### src/hdl/rv_isa_pkg.sv
`default_nettype none

// ==============================
// RV32 architectural encodings
// ==============================
package rv_isa_pkg;

  // Machine word width
  localparam int XLEN = 32;

  // Data and address word
  typedef logic [XLEN-1:0] xlen_t;

  // Register file index, x0..x31
  typedef logic [4:0] reg_addr_t;

  // Load/store funct3 field
  typedef logic [2:0] funct3_t;

  // Size codes
  // Low two bits give the access size, bit 2 marks an unsigned load
  localparam funct3_t F3_B  = 3'd0;
  localparam funct3_t F3_H  = 3'd1;
  localparam funct3_t F3_W  = 3'd2;
  localparam funct3_t F3_BU = 3'd4;
  localparam funct3_t F3_HU = 3'd5;

  // Trap cause carried down the pipe
  typedef logic [1:0] trap_code_t;

  // Load or store address not aligned to its size
  localparam trap_code_t TRAP_LDST_MISALIGN = 2'd2;

endpackage

`default_nettype wire

### src/hdl/rv_core_pkg.sv
`default_nettype none

// ==============================
// Pipeline-internal encodings
// ==============================
package rv_core_pkg;

  // Write-back result source
  typedef logic [2:0] res_src_t;

  // ALU output, also used by most instructions
  localparam res_src_t RES_ALU = 3'd0;
  // Formatted load data
  localparam res_src_t RES_LD  = 3'd1;
  // Multiply/divide unit result
  localparam res_src_t RES_M   = 3'd2;
  // Link value for JAL/JALR
  localparam res_src_t RES_PC4 = 3'd3;
  // Jump/branch target, used by AUIPC
  localparam res_src_t RES_TGT = 3'd4;

  // Byte lanes in one data word
  localparam int LANES = 4;

  // Per-lane write enable
  typedef logic [LANES-1:0] wstrb_t;

endpackage

`default_nettype wire

### src/hdl/rv_store_fmt.sv
`timescale 1ns/1ps
`default_nettype none

// Store formatter
// Replicates store data across the byte lanes and builds the strobe
module rv_store_fmt
  import rv_isa_pkg::*, rv_core_pkg::*;
(
  input  wire xlen_t   data_i,
  input  wire [1:0]    byte_off_i,
  input  wire funct3_t funct3_i,
  output xlen_t        wdata_o,
  output wstrb_t       wstrb_o
);

  // Single-lane strobe at the addressed byte
  wstrb_t byte_strb;
  // Two-lane strobe for the addressed half
  wstrb_t half_strb;

  assign byte_strb = wstrb_t'(1) << byte_off_i;
  // Offset bit 1 picks upper or lower half
  assign half_strb = byte_off_i[1] ? 4'b1100 : 4'b0011;

  always_comb begin
    case (funct3_i[1:0])
      F3_B[1:0]: begin
        // Same byte on every lane, memory keeps only the strobed one
        wdata_o = {LANES{data_i[7:0]}};
        wstrb_o = byte_strb;
      end
      F3_H[1:0]: begin
        wdata_o = {2{data_i[15:0]}};
        wstrb_o = half_strb;
      end
      F3_W[1:0]: begin
        wdata_o = data_i;
        wstrb_o = '1;
      end
      default: begin
        // Reserved size, treat as word
        wdata_o = data_i;
        wstrb_o = '1;
      end
    endcase
  end

endmodule

`default_nettype wire

### src/hdl/rv_load_fmt.sv
`timescale 1ns/1ps
`default_nettype none

// Load formatter
// Pulls the addressed byte or half out of the read word and extends it
module rv_load_fmt
  import rv_isa_pkg::*;
(
  input  wire xlen_t   rdata_i,
  input  wire [1:0]    byte_off_i,
  input  wire funct3_t funct3_i,
  output xlen_t        data_o
);

  // ==============================
  // Lane extraction
  // ==============================

  logic [7:0]  byte_sel;
  logic [15:0] half_sel;

  // Byte offset times eight gives the bit position
  assign byte_sel = rdata_i[{byte_off_i, 3'b000} +: 8];

  // Only offset bit 1 matters for halves
  // Bit 0 set here is a misaligned access and is trapped upstream
  assign half_sel = rdata_i[{byte_off_i[1], 4'b0000} +: 16];

  // ==============================
  // Extension
  // ==============================

  always_comb begin
    case (funct3_i)
      F3_B: begin
        // Sign extend from bit 7
        data_o = {{(XLEN-8){byte_sel[7]}}, byte_sel};
      end
      F3_BU: begin
        data_o = {{(XLEN-8){1'b0}}, byte_sel};
      end
      F3_H: begin
        // Sign extend from bit 15
        data_o = {{(XLEN-16){half_sel[15]}}, half_sel};
      end
      F3_HU: begin
        data_o = {{(XLEN-16){1'b0}}, half_sel};
      end
      F3_W: begin
        data_o = rdata_i;
      end
      default: begin
        // Unused codes return the raw word
        data_o = rdata_i;
      end
    endcase
  end

endmodule

`default_nettype wire

### src/hdl/rv_mem_access.sv
`timescale 1ns/1ps
`default_nettype none

// Data-memory access and forwarding result for the MEM stage
module rv_mem_access
  import rv_isa_pkg::*, rv_core_pkg::*;
(
  input  wire           accept_i,
  input  wire           mem_read_i,
  input  wire           mem_write_i,
  input  wire           trap_i,
  input  wire funct3_t  funct3_i,
  input  wire xlen_t    addr_i,
  input  wire xlen_t    store_data_i,
  input  wire xlen_t    dmem_rdata_i,
  input  wire xlen_t    alu_result_i,
  input  wire xlen_t    m_result_i,
  input  wire xlen_t    pc_plus4_i,
  input  wire xlen_t    jb_target_i,
  input  wire res_src_t res_src_i,
  output logic          dmem_ren_o,
  output logic          dmem_we_o,
  output xlen_t         dmem_raddr_o,
  output xlen_t         dmem_waddr_o,
  output xlen_t         dmem_wdata_o,
  output wstrb_t        dmem_wstrb_o,
  output logic          misalign_o,
  output logic          trap_o,
  output xlen_t         load_data_o,
  output xlen_t         result_o
);

  wstrb_t st_wstrb;

  // ==============================
  // Store and load formatting
  // ==============================

  rv_store_fmt u_store_fmt (
    .data_i    (store_data_i),
    .byte_off_i(addr_i[1:0]),
    .funct3_i  (funct3_i),
    .wdata_o   (dmem_wdata_o),
    .wstrb_o   (st_wstrb)
  );

  // Memory answers in the same cycle, so format here
  rv_load_fmt u_load_fmt (
    .rdata_i   (dmem_rdata_i),
    .byte_off_i(addr_i[1:0]),
    .funct3_i  (funct3_i),
    .data_o    (load_data_o)
  );

  // ==============================
  // Misalignment trap
  // ==============================

  always_comb begin
    misalign_o = 1'b0;
    // Only memory instructions can misalign
    if (mem_read_i || mem_write_i) begin
      case (funct3_i[1:0])
        F3_H[1:0]: misalign_o = addr_i[0];
        F3_W[1:0]: misalign_o = |addr_i[1:0];
        default:   misalign_o = 1'b0;
      endcase
    end
  end

  assign trap_o = trap_i | misalign_o;

  // ==============================
  // Memory strobes and addresses
  // ==============================

  // Any trap kills the access
  assign dmem_ren_o   = accept_i && mem_read_i && !trap_o;
  assign dmem_we_o    = accept_i && mem_write_i && !trap_o;
  // Word-aligned addresses, lanes chosen by the strobe
  assign dmem_raddr_o = {addr_i[XLEN-1:2], 2'b00};
  assign dmem_waddr_o = {addr_i[XLEN-1:2], 2'b00};
  assign dmem_wstrb_o = mem_write_i ? st_wstrb : '0;

  // ==============================
  // Forwarding result
  // ==============================

  always_comb begin
    case (res_src_i)
      RES_M:   result_o = m_result_i;
      RES_PC4: result_o = pc_plus4_i;
      RES_TGT: result_o = jb_target_i;
      // Loads forward through load_data_o instead
      RES_ALU, RES_LD: result_o = alu_result_i;
      default: result_o = alu_result_i;
    endcase
  end

  // One access per instruction, never both directions
  a_rw_exclusive: assert final (!(dmem_ren_o && dmem_we_o))
    else $error("read and write strobes both high");

  // A write must enable at least one lane
  a_we_has_strb: assert final (!dmem_we_o || (dmem_wstrb_o != '0))
    else $error("write strobe with empty byte strobe");

endmodule

`default_nettype wire

### src/hdl/rv_branch_resolve.sv
`timescale 1ns/1ps
`default_nettype none

// Branch and JALR resolution in the MEM stage
// Flags wrong predictions and drives the return stack
module rv_branch_resolve
  import rv_isa_pkg::*;
(
  input  wire            accept_i,
  input  wire            is_branch_i,
  input  wire            is_jalr_i,
  input  wire            is_jmp_i,
  input  wire            branch_taken_i,
  input  wire            bpred_taken_i,
  input  wire reg_addr_t rd_i,
  input  wire xlen_t     pc_plus4_i,
  input  wire xlen_t     jb_target_i,
  input  wire xlen_t     pred_target_i,
  output logic           ras_push_o,
  output logic           ras_pop_o,
  output logic           mispredicted_o,
  output logic           jalr_mispredicted_o,
  output xlen_t          redirect_pc_o
);

  logic branch_miss;
  logic jalr_miss;

  // ==============================
  // Miss detection
  // ==============================

  // Direction disagrees with the predictor
  assign branch_miss = is_branch_i && (branch_taken_i != bpred_taken_i);

  // JALR needs both a taken prediction and the right target
  assign jalr_miss = is_jalr_i && (!bpred_taken_i || (pred_target_i != jb_target_i));

  // Pulses only in the accept cycle
  assign jalr_mispredicted_o = accept_i && jalr_miss;
  assign mispredicted_o      = accept_i && (branch_miss || jalr_miss);

  // ==============================
  // Redirect target
  // ==============================

  always_comb begin
    // Taken branches and JALR go to the computed target
    redirect_pc_o = jb_target_i;
    // Predicted taken but fell through
    if (branch_miss && !branch_taken_i) begin
      redirect_pc_o = pc_plus4_i;
    end
  end

  // ==============================
  // Return stack
  // ==============================

  // Calls link into a real register, jumps to x0 do not push
  assign ras_push_o = accept_i && is_jmp_i && (rd_i != '0);
  // Every JALR is treated as a return
  assign ras_pop_o  = accept_i && is_jalr_i;

  // A miss needs a control-flow instruction behind it
  a_miss_has_cause: assert final (!mispredicted_o || is_branch_i || is_jalr_i)
    else $error("misprediction without branch or JALR");

endmodule

`default_nettype wire

### src/hdl/rv_stage_reg.sv
`timescale 1ns/1ps
`default_nettype none

// Pipeline boundary register for any packed payload
// Holds its value while advance_i is low
module rv_stage_reg #(
  parameter type payload_t       = logic,
  parameter bit  CLEAR_ON_BUBBLE = 1'b0
) (
  input  wire           clk,
  input  wire           rst_n,
  input  wire           advance_i,
  input  wire           bubble_i,
  input  wire payload_t data_i,
  output payload_t      data_o
);

  // Bubble clearing only where the payload triggers actions
  logic clear;

  assign clear = CLEAR_ON_BUBBLE && bubble_i;

  always_ff @(posedge clk) begin
    if (!rst_n) begin
      data_o <= payload_t'('0);
    end else if (advance_i) begin
      if (clear) begin
        // Empty slot downstream sees all zeros
        data_o <= payload_t'('0);
      end else begin
        data_o <= data_i;
      end
    end
  end

endmodule

`default_nettype wire

### src/hdl/rv_stage_mem.sv
`timescale 1ns/1ps
`default_nettype none

// MEM stage of the five-stage RV32 pipeline
// Valid/ready in from EX, registered valid/ready out to WB
module rv_stage_mem
  import rv_isa_pkg::*, rv_core_pkg::*;
(
  input  wire             clk,
  input  wire             rst_n,
  // EX side handshake
  input  wire             s_valid_i,
  output logic            s_ready_o,
  // From EX
  input  wire             reg_write_i,
  input  wire             mem_read_i,
  input  wire             mem_write_i,
  input  wire res_src_t   res_src_i,
  input  wire reg_addr_t  rd_i,
  input  wire funct3_t    funct3_i,
  input  wire xlen_t      alu_result_i,
  input  wire xlen_t      rs2_data_i,
  input  wire xlen_t      pc_plus4_i,
  input  wire xlen_t      jb_target_i,
  input  wire xlen_t      m_result_i,
  input  wire             is_branch_i,
  input  wire             is_jalr_i,
  input  wire             is_jmp_i,
  input  wire             branch_taken_i,
  input  wire             bpred_taken_i,
  input  wire xlen_t      pred_target_i,
  input  wire             trap_i,
  input  wire trap_code_t trap_code_i,
  // Data memory
  output logic            dmem_ren_o,
  output xlen_t           dmem_raddr_o,
  input  wire xlen_t      dmem_rdata_i,
  output logic            dmem_we_o,
  output xlen_t           dmem_waddr_o,
  output xlen_t           dmem_wdata_o,
  output wstrb_t          dmem_wstrb_o,
  // WB side handshake
  output logic            m_valid_o,
  input  wire             m_ready_i,
  // To WB
  output logic            reg_write_wb_o,
  output logic            trap_wb_o,
  output trap_code_t      trap_code_wb_o,
  output res_src_t        res_src_wb_o,
  output reg_addr_t       rd_wb_o,
  output xlen_t           alu_result_wb_o,
  output xlen_t           ld_data_wb_o,
  output xlen_t           pc_plus4_wb_o,
  output xlen_t           jb_target_wb_o,
  output xlen_t           m_result_wb_o,
  // Same-cycle forwarding and control flow
  output xlen_t           result_mem_o,
  output xlen_t           load_data_mem_o,
  output logic            ras_push_o,
  output logic            ras_pop_o,
  output logic            mispredicted_o,
  output logic            jalr_mispredicted_o,
  output xlen_t           redirect_pc_o
);

  // Payloads of the two boundary registers
  typedef struct packed {
    logic reg_write;
    logic trap;
  } ctrl_pl_t;

  typedef struct packed {
    trap_code_t trap_code;
    res_src_t   res_src;
    reg_addr_t  rd;
    xlen_t      alu_result;
    xlen_t      ld_data;
    xlen_t      pc_plus4;
    xlen_t      jb_target;
    xlen_t      m_result;
  } data_pl_t;

  logic     accept;
  logic     misalign;
  logic     trap;
  ctrl_pl_t ctrl_d;
  ctrl_pl_t ctrl_q;
  data_pl_t data_d;
  data_pl_t data_q;

  // ==============================
  // Handshake
  // ==============================

  // Take a new instruction when the output slot is empty or draining
  assign s_ready_o = !m_valid_o || m_ready_i;
  assign accept    = s_valid_i && s_ready_o;

  always_ff @(posedge clk) begin
    if (!rst_n) begin
      m_valid_o <= 1'b0;
    end else if (s_ready_o) begin
      m_valid_o <= s_valid_i;
    end
  end

  // ==============================
  // Memory access and branch check
  // ==============================

  rv_mem_access u_mem_access (
    .accept_i    (accept),
    .mem_read_i  (mem_read_i),
    .mem_write_i (mem_write_i),
    .trap_i      (trap_i),
    .funct3_i    (funct3_i),
    .addr_i      (alu_result_i),
    .store_data_i(rs2_data_i),
    .dmem_rdata_i(dmem_rdata_i),
    .alu_result_i(alu_result_i),
    .m_result_i  (m_result_i),
    .pc_plus4_i  (pc_plus4_i),
    .jb_target_i (jb_target_i),
    .res_src_i   (res_src_i),
    .dmem_ren_o  (dmem_ren_o),
    .dmem_we_o   (dmem_we_o),
    .dmem_raddr_o(dmem_raddr_o),
    .dmem_waddr_o(dmem_waddr_o),
    .dmem_wdata_o(dmem_wdata_o),
    .dmem_wstrb_o(dmem_wstrb_o),
    .misalign_o  (misalign),
    .trap_o      (trap),
    .load_data_o (load_data_mem_o),
    .result_o    (result_mem_o)
  );

  rv_branch_resolve u_branch_resolve (
    .accept_i           (accept),
    .is_branch_i        (is_branch_i),
    .is_jalr_i          (is_jalr_i),
    .is_jmp_i           (is_jmp_i),
    .branch_taken_i     (branch_taken_i),
    .bpred_taken_i      (bpred_taken_i),
    .rd_i               (rd_i),
    .pc_plus4_i         (pc_plus4_i),
    .jb_target_i        (jb_target_i),
    .pred_target_i      (pred_target_i),
    .ras_push_o         (ras_push_o),
    .ras_pop_o          (ras_pop_o),
    .mispredicted_o     (mispredicted_o),
    .jalr_mispredicted_o(jalr_mispredicted_o),
    .redirect_pc_o      (redirect_pc_o)
  );

  // ==============================
  // MEM/WB boundary
  // ==============================

  // Trapped instructions must not write the register file
  assign ctrl_d.reg_write = reg_write_i && !trap;
  assign ctrl_d.trap      = trap;

  // Misalignment found here overrides the incoming cause
  assign data_d.trap_code  = misalign ? TRAP_LDST_MISALIGN : trap_code_i;
  assign data_d.res_src    = res_src_i;
  assign data_d.rd         = rd_i;
  assign data_d.alu_result = alu_result_i;
  assign data_d.ld_data    = load_data_mem_o;
  assign data_d.pc_plus4   = pc_plus4_i;
  assign data_d.jb_target  = jb_target_i;
  assign data_d.m_result   = m_result_i;

  // Control bits zeroed on bubbles so WB can use them directly
  rv_stage_reg #(
    .payload_t      (ctrl_pl_t),
    .CLEAR_ON_BUBBLE(1'b1)
  ) u_ctrl_reg (
    .clk      (clk),
    .rst_n    (rst_n),
    .advance_i(s_ready_o),
    .bubble_i (!s_valid_i),
    .data_i   (ctrl_d),
    .data_o   (ctrl_q)
  );

  // Data may go stale, qualified by m_valid_o
  rv_stage_reg #(
    .payload_t      (data_pl_t),
    .CLEAR_ON_BUBBLE(1'b0)
  ) u_data_reg (
    .clk      (clk),
    .rst_n    (rst_n),
    .advance_i(s_ready_o),
    .bubble_i (!s_valid_i),
    .data_i   (data_d),
    .data_o   (data_q)
  );

  assign reg_write_wb_o  = ctrl_q.reg_write;
  assign trap_wb_o       = ctrl_q.trap;
  assign trap_code_wb_o  = data_q.trap_code;
  assign res_src_wb_o    = data_q.res_src;
  assign rd_wb_o         = data_q.rd;
  assign alu_result_wb_o = data_q.alu_result;
  assign ld_data_wb_o    = data_q.ld_data;
  assign pc_plus4_wb_o   = data_q.pc_plus4;
  assign jb_target_wb_o  = data_q.jb_target;
  assign m_result_wb_o   = data_q.m_result;

  // A presented result is not withdrawn until WB takes it
  a_m_valid_hold: assert property (
    @(posedge clk) disable iff (!rst_n)
    m_valid_o && !m_ready_i |=> m_valid_o
  ) else $error("m_valid dropped under back-pressure");

endmodule

`default_nettype wire

### config.mk
export PLATFORM = sky130hd
export DESIGN_NAME = rv_stage_mem
export DESIGN_NICKNAME = d
export VERILOG_FILES = /design/src/hdl/rv_isa_pkg.sv /design/src/hdl/rv_core_pkg.sv /design/src/hdl/rv_store_fmt.sv /design/src/hdl/rv_load_fmt.sv /design/src/hdl/rv_mem_access.sv /design/src/hdl/rv_branch_resolve.sv /design/src/hdl/rv_stage_reg.sv /design/src/hdl/rv_stage_mem.sv
export SDC_FILE = /design/constraint.sdc
export NUM_CORES = 1
export LEC_CHECK = 0
export ABC_AREA = 1
export BUFFER_PORTS_ARGS = -buffer_cell sky130_fd_sc_hd__buf_2
export CORE_AREA = 2 2 246 248
export DETAILED_ROUTE_END_ITERATION = 16
export DIE_AREA = 0 0 248 250
export SLEW_MARGIN = 40
export SYNTH_ARGS = -nofsm -noshare
export SYNTH_HDL_FRONTEND = slang
export SYNTH_SLANG_ARGS = --single-unit
### constraint.sdc
create_clock -name clk -period 2.85 [get_ports clk]
set_clock_uncertainty 0.2 [all_clocks]
set_input_delay 0.57 -clock clk [delete_from_list [all_inputs] [get_ports clk]]
set_output_delay 0.57 -clock clk [all_outputs]
set_load 0.1 [all_outputs]
==> results of run 1 <==
critical path, stage by stage:
cell        delay (ps)
buf_6               70
clkinvlp_4         190
o21ai_4            200
a21oi_4             50
nand2_4            180
clkbuf_16          320
nand2_1            120
o21ai_2            100
buf_12             200
sequential cells by signal (all words and copies together), names as in the netlist:
| signal | cells |
|---|---|
| m_valid_o | 1 |
| u_data_reg.data_o | 170 |
| u_ctrl_reg.data_o | 2 |
area by class of cell:
| class | instances | area share |
|---|---|---|
| antenna | 1 | 0.000148 |
| clock buffer | 17 | 0.0252 |
| clock inverter | 15 | 0.0112 |
| inverter | 184 | 0.0422 |
| multi-input combinational | 987 | 0.295 |
| sequential | 173 | 0.205 |
| tap | 782 | 0.0579 |
| timing repair buffer | 731 | 0.363 |
cell usage after synthesis, drive strengths merged:
cell | instances | share of area
clkbuf | 70 | 0.027
ha | 4 | 0.0051
mux2 | 3 | 0.0034
xor2 | 2 | 0.0018
o21ai | 221 | 0.11
and2 | 1 | 0.00064
clkinv | 1 | 0.00038
nand2 | 350 | 0.14
nand4 | 6 | 0.0038
nor2 | 213 | 0.082
o2111ai | 7 | 0.0063
a22oi | 5 | 0.0038
conb | 1 | 0.00038
o31ai | 1 | 0.00077
o22ai | 30 | 0.019
nor3 | 1 | 0.00051
a21oi | 87 | 0.044
buf | 115 | 0.088
xnor2 | 8 | 0.0071
o21bai | 4 | 0.0031
inv | 183 | 0.070
dfxtp | 173 | 0.35
o211ai | 6 | 0.0051
nand3 | 34 | 0.024
worst paths after layout:
kind / from / to / slack [ps]
max: bpred_taken_i / redirect_pc_o[17] / 30
max reg2reg: m_valid_o / u_data_reg.data_o[104] / 670
min reg2reg: u_ctrl_reg.data_o[1] / u_ctrl_reg.data_o[1] / 270
min: trap_code_i[0] / u_data_reg.data_o[168] / 130
metrics by stage:
| step | cell area [µm²] | total power (W) | hold slack (ps) |
|---|---|---|---|
| after floorplan | 10100 | 0.00652 | 513 |
| after global placement | 15900 | 0.00813 | 249 |
| after detailed placement | 15900 | 0.00813 | 259 |
| after CTS | 16600 | 0.0107 | 67.9 |
| after global routing | 16900 | 0.0110 | 109 |
| final | 16900 | 0.0106 | 127 |
where the power goes:
part,internal [W],switching (W)
clock network,0.00120,0.00130
registers,0.00260,0.0000827
logic,0.00133,0.00413
total,0.00512,0.00552
per-layer routing:
| layer | global-route usage | share of wire | vias up |
|---|---|---|---|
| met5 | 0 | 0.00029 | - |
| li1 | - | - | 5877 |
| met2 | 0.277 | 0.48 | 469 |
| met1 | 0.219 | 0.43 | 5515 |
| met4 | 0.0536 | 0.023 | 2 |
| met3 | 0.0414 | 0.070 | 54 |
timing repair:
item | in CTS | in global routing
gates resized for setup | 13 | 47
buffers inserted | 0 | 4
pin swaps | 0 | 10
hold buffers | 0 | 0
gates cloned | 0 | 3
endpoints found under the setup margin | 20 | 58
cell families (layout without fill, tap and decap cells):
logic type | Yosys count | in the layout | synth area share
AND/OR/NAND/NOR | 605 | 605 | 0.248
buffers and inverters | 369 | 947 | 0.185
AO/OA/AOI/OAI | 361 | 361 | 0.195
flip-flops | 173 | 173 | 0.353
XOR/XNOR | 10 | 10 | 0.00893
adder cells (fa/ha/maj) | 4 | 4 | 0.00510
multiplexers | 3 | 3 | 0.00344
other | 1 | 5 | 0.000382
==> run_results.csv, run 1 <==
group,metric,value,unit
yosys,netlist_instances,1526,
yosys,synth.distinct_cells,35,
cells_and_area,multi_input_area,4990,µm²
worst_setup_path,crit_path_start_kind,"input port",
floorplan,dieArea,62000,µm²
routing,drcViolationCount,0,
routing,wire_per_inst,19.3,µm
routing,detail-route-antenna-nets,0,
cells_and_area,register_area,3470,µm²
pwr,leakagePower,9.14,nW
floorplan,core,59600,µm²
floorplan,num_io_pins,626,
worst_setup_path,setup.worst_path.end_class,"output port",
routing,via_per_inst,4.12,
timing,max_slew_margin,0.567,
clocking,numCtsBuffers,17,
cells_and_area,drive_above_1_share,0.424,
cells_and_area,final_cell_mix,"buf_2 (488), nand2_1 (323), nor2_1 (199), o21ai_0 (174), inv_1 (173)",
worst_hold_path,hp-class,"in2reg",
outcome,outcome,"complete, no violations",
routing,drt_first_pass_iters,5,
timing,drv_slew,0,
yosys,ys_warn_count,0,
clocking,cts_sinks,173,
cells_and_area,fillers,6513,
worst_setup_path,path_max_fanout,29,
timing,fin_ws,29.8,ps
worst_setup_path,critical_path_class,"in2out",
floorplan,num_rows,90,
floorplan,die_y,250,µm
placed_design,hpwl,43.9,mm
routing,vias,11900,
global_routing,grt_max_degree,97,
global_routing,grt_usage,0.170,
timing,finalCritPeriodShare,0.990,
placed_design,placed_cells,2851,
yosys,ys_seq_area_frac,0.353,
cells_and_area,finalNonFillerCells,2890,
timing,finalSetupViolations,0,
clocking,cts.path.max_buffers,2,
timing,fmax,0.355,GHz
global_routing,first_global_vias,11100,
routing,routed_wirelength,55.8,mm
timing,fin_tns_setup,0,ps
global_routing,antenna_found_initial,3,
clocking,clkSlewWorstSetupHoldPaths,80,ps
global_routing,grt_pass1_wl,76.5,mm
placed_design,port_buffers,621,
cells_and_area,syn2layout_area_growth,72.2,%
flow_run,drv_cap,0,
clocking,cts_root_buffer,"clkbuf_16",
routing,drt-initial-drc-count,674,
timing,fin_crit,2820,ps
worst_setup_path,reg2reg_depth,8,
placed_design,place_ws,-272,ps
worst_setup_path,arrival,2050,ps
timing,grt_setup_unrepaired,"yes",
pwr,powerDensity,630,nW/µm²
placed_design,place_congestion,0.864,
yosys,avgSynthCellArea,6.43,µm²
clocking,cts_tree,"yes",
cells_and_area,layout_commonest_cell,"buf_2",
floorplan,die_w,248,µm
timing,report.final.hold_viol_count,0,
yosys,synth_area,9810,µm²
yosys,ys_ff_latch,173,
cells_and_area,nets,2348,
worst_hold_path,worstHoldPathCells,3,
timing,tightestPinTransition,649,ps
pwr,peakVddDrop,0.458,mV
clocking,htree_levels,4,
clocking,clkLatencyLatePin,480,ps
worst_setup_path,cp.required,2080,ps
global_routing,grt_overflow_total,0,
cells_and_area,postLayoutCoreUtil,0.283,
floorplan,start_util,0.165,
No activity file was read; power rests on OpenSTA's default activity.
==> run 2, diff against run 1 <==
--- a/config.mk
+++ b/config.mk
@@ -10,6 +10,7 @@
 export CORE_AREA = 2 2 246 248
 export DETAILED_ROUTE_END_ITERATION = 16
 export DIE_AREA = 0 0 248 250
+export GPL_TIMING_DRIVEN = 0
 export SLEW_MARGIN = 40
 export SYNTH_ARGS = -nofsm -noshare
 export SYNTH_HDL_FRONTEND = slang
==> run_results.csv, run 2 (synthesis gave the netlist of run 1 again) <==
group,metric,value,unit
outcome,outcome,"finished, violations left",
outcome,violations,"negative setup slack",
routing,wire_per_inst,21.9,µm
worst_setup_path,crit_chain,"buf_6, inv_4, buf_4, ha_1, nor2_4, inv_6, buf_6, o21ai_4, inv_1, buf_4, buf_6",
global_routing,grt_usage,0.205,
cells_and_area,largest_reg_flops,170,
clocking,cts_root_buffer,"clkbuf_16",
cells_and_area,layout_commonest_cell,"buf_2",
cells_and_area,finalNonFillerCells,2997,
clocking,clkLatencyLatePin,480,ps
floorplan,die_w,248,µm
timing,report.final.hold_viol_count,0,
timing,fin_crit,2850,ps
timing,fin_ws,-4.30,ps
clocking,numCtsBuffers,17,
pwr,peakVddDrop,0.470,mV
flow_run,drv_cap,0,
worst_setup_path,worst-path-buf-inv,8,
worst_setup_path,crit_path_start_kind,"input port",
routing,drt-initial-drc-count,947,
timing,fmax,0.350,GHz
pwr,finalPower,0.0105,W
worst_setup_path,critical_path_class,"in2out",
timing,max_slew_margin,0.478,
pwr,switchingPower,0.00561,W
global_routing,first_global_vias,12000,
pwr,sw_frac_of_total,0.535,
cells_and_area,drive_above_1_share,0.453,
pwr,leakagePower,9.04,nW
worst_setup_path,arrival,2080,ps
floorplan,start_util,0.165,
timing,grt_setup_unrepaired,"yes",
global_routing,antenna_found_initial,4,
worst_setup_path,crit_top_cell,"buf_6",
floorplan,dieArea,62000,µm²
clocking,htree_levels,4,
worst_setup_path,critPathMaxStageDelay,210,ps
placed_design,port_buffers,620,
worst_setup_path,slowest_stage,"ha_1",
routing,detail-route-antenna-nets,0,
routing,routed_wirelength,65.6,mm
worst_hold_path,hp-class,"in2reg",
worst_setup_path,cp.required,2080,ps
timing,tightestPinTransition,783,ps
clocking,cts_tree,"yes",
pwr,power.share.clock,0.239,
floorplan,num_rows,90,
cells_and_area,final_cell_mix,"buf_2 (498), nand2_1 (309), nor2_1 (192), buf_4 (185), o21ai_0 (173)",
routing,via_per_inst,4.29,
cells_and_area,syn2layout_area_growth,69.1,%
timing,fin_tns_setup,-4.30,ps
worst_setup_path,crit_family,"buffers and inverters",
global_routing,grt_pass1_wl,88.8,mm
floorplan,core,59600,µm²
cells_and_area,postLayoutCoreUtil,0.278,
worst_setup_path,path_max_fanout,10,
routing,drt_first_pass_iters,5,
floorplan,die_y,250,µm
placed_design,place_congestion,0.947,
cells_and_area,reg_top3,"u_data_reg.data_o x170, u_ctrl_reg.data_o x2, m_valid_o x1",
placed_design,hpwl,53.2,mm
pwr,powerDensity,632,nW/µm²
pwr,intPower,0.00488,W
routing,vias,12900,
timing,finalSetupViolations,1,
clocking,cts_sinks,173,
cells_and_area,largest_register,"u_data_reg.data_o",
placed_design,place_ws,-1440,ps
clocking,cts.path.max_buffers,2,
timing,finalCritPeriodShare,1.00,
clocking,clkSlewWorstSetupHoldPaths,80,ps
pwr,seq_power_share,0.257,
global_routing,grt_overflow_total,0,
cells_and_area,nets,2455,
timing,drv_slew,0,
routing,drcViolationCount,0,
placed_design,placed_cells,2933,
worst_setup_path,setup.worst_path.end_class,"output port",
floorplan,num_io_pins,626,
global_routing,grt_max_degree,21,
pwr,comb_power_share,0.504,
## run 2: cell types whose count changed in the layout (fill, tap and decap cells not counted), sizes merged
cell and change:
clkbuf +67, clkinv +3, clkinvlp +12, inv -14, buf +39
## run 2: power groups by stage
stage | clock, W | combinational (W) | sequential, W
floorplan | 0 | 0.00249 | 0.00403
detailed placement | 0 | 0.00488 | 0.00274
global placement | 0 | 0.00487 | 0.00274
CTS | 0.00258 | 0.00520 | 0.00269
global route | 0.00266 | 0.00547 | 0.00271
finish | 0.00251 | 0.00529 | 0.00269
## run 2: repair_timing
action                     4_1_cts  5_1_grt
gates cloned                     0        1
pin swaps                       22       14
setup buffers                   26       11
setup endpoints to repair      131       90
hold buffers                     0        0
gates resized for setup        336      107
## run 2: area by class of cell
class                      instances  area (µm²)
clock buffer                      17         425
fill                            6652       43000
buffer                           178        1270
multi-input combinational        987        5230
sequential                       173        3470
antenna                            1        2.50
tap                              782         978
timing repair buffer             659        4250
timing repair inverter             1        5.00
clock inverter                    15         196
inverter                         184         769
## run 2: worst min-delay path: stages
cell and delay (ps):
buf_2 110, nand2_1 60, a21oi_1 50
## run 2: per-stage QoR
step | hold WS (ps) | instance area (µm²)
6_report | 136 | 16600
5_1_grt | 113 | 16600
3_5_place_dp | 255 | 14200
2_1_floorplan | 513 | 10100
3_3_place_gp | 253 | 14100
4_1_cts | 91.7 | 16100
## run 2: path summary, 6_finish.rpt
kind | start | end | slack (ps) | cells after the start
setup / recovery | funct3_i[1] | load_data_mem_o[15] | -4 | 11
hold / removal | trap_code_i[0] | u_data_reg.data_o[168] | 140 | 3
setup reg to reg | m_valid_o | u_data_reg.data_o[35] | 590 | 6
hold reg to reg | u_ctrl_reg.data_o[0] | u_ctrl_reg.data_o[0] | 260 | 2
## run 2: per-layer routing
metal,up-vias,part of all wire,GRT usage
met2,569,0.46,0.329
met4,6,0.029,0.0624
met1,6095,0.43,0.269
li1,6081,-,-
met3,103,0.073,0.0497
met5,-,0.00067,0
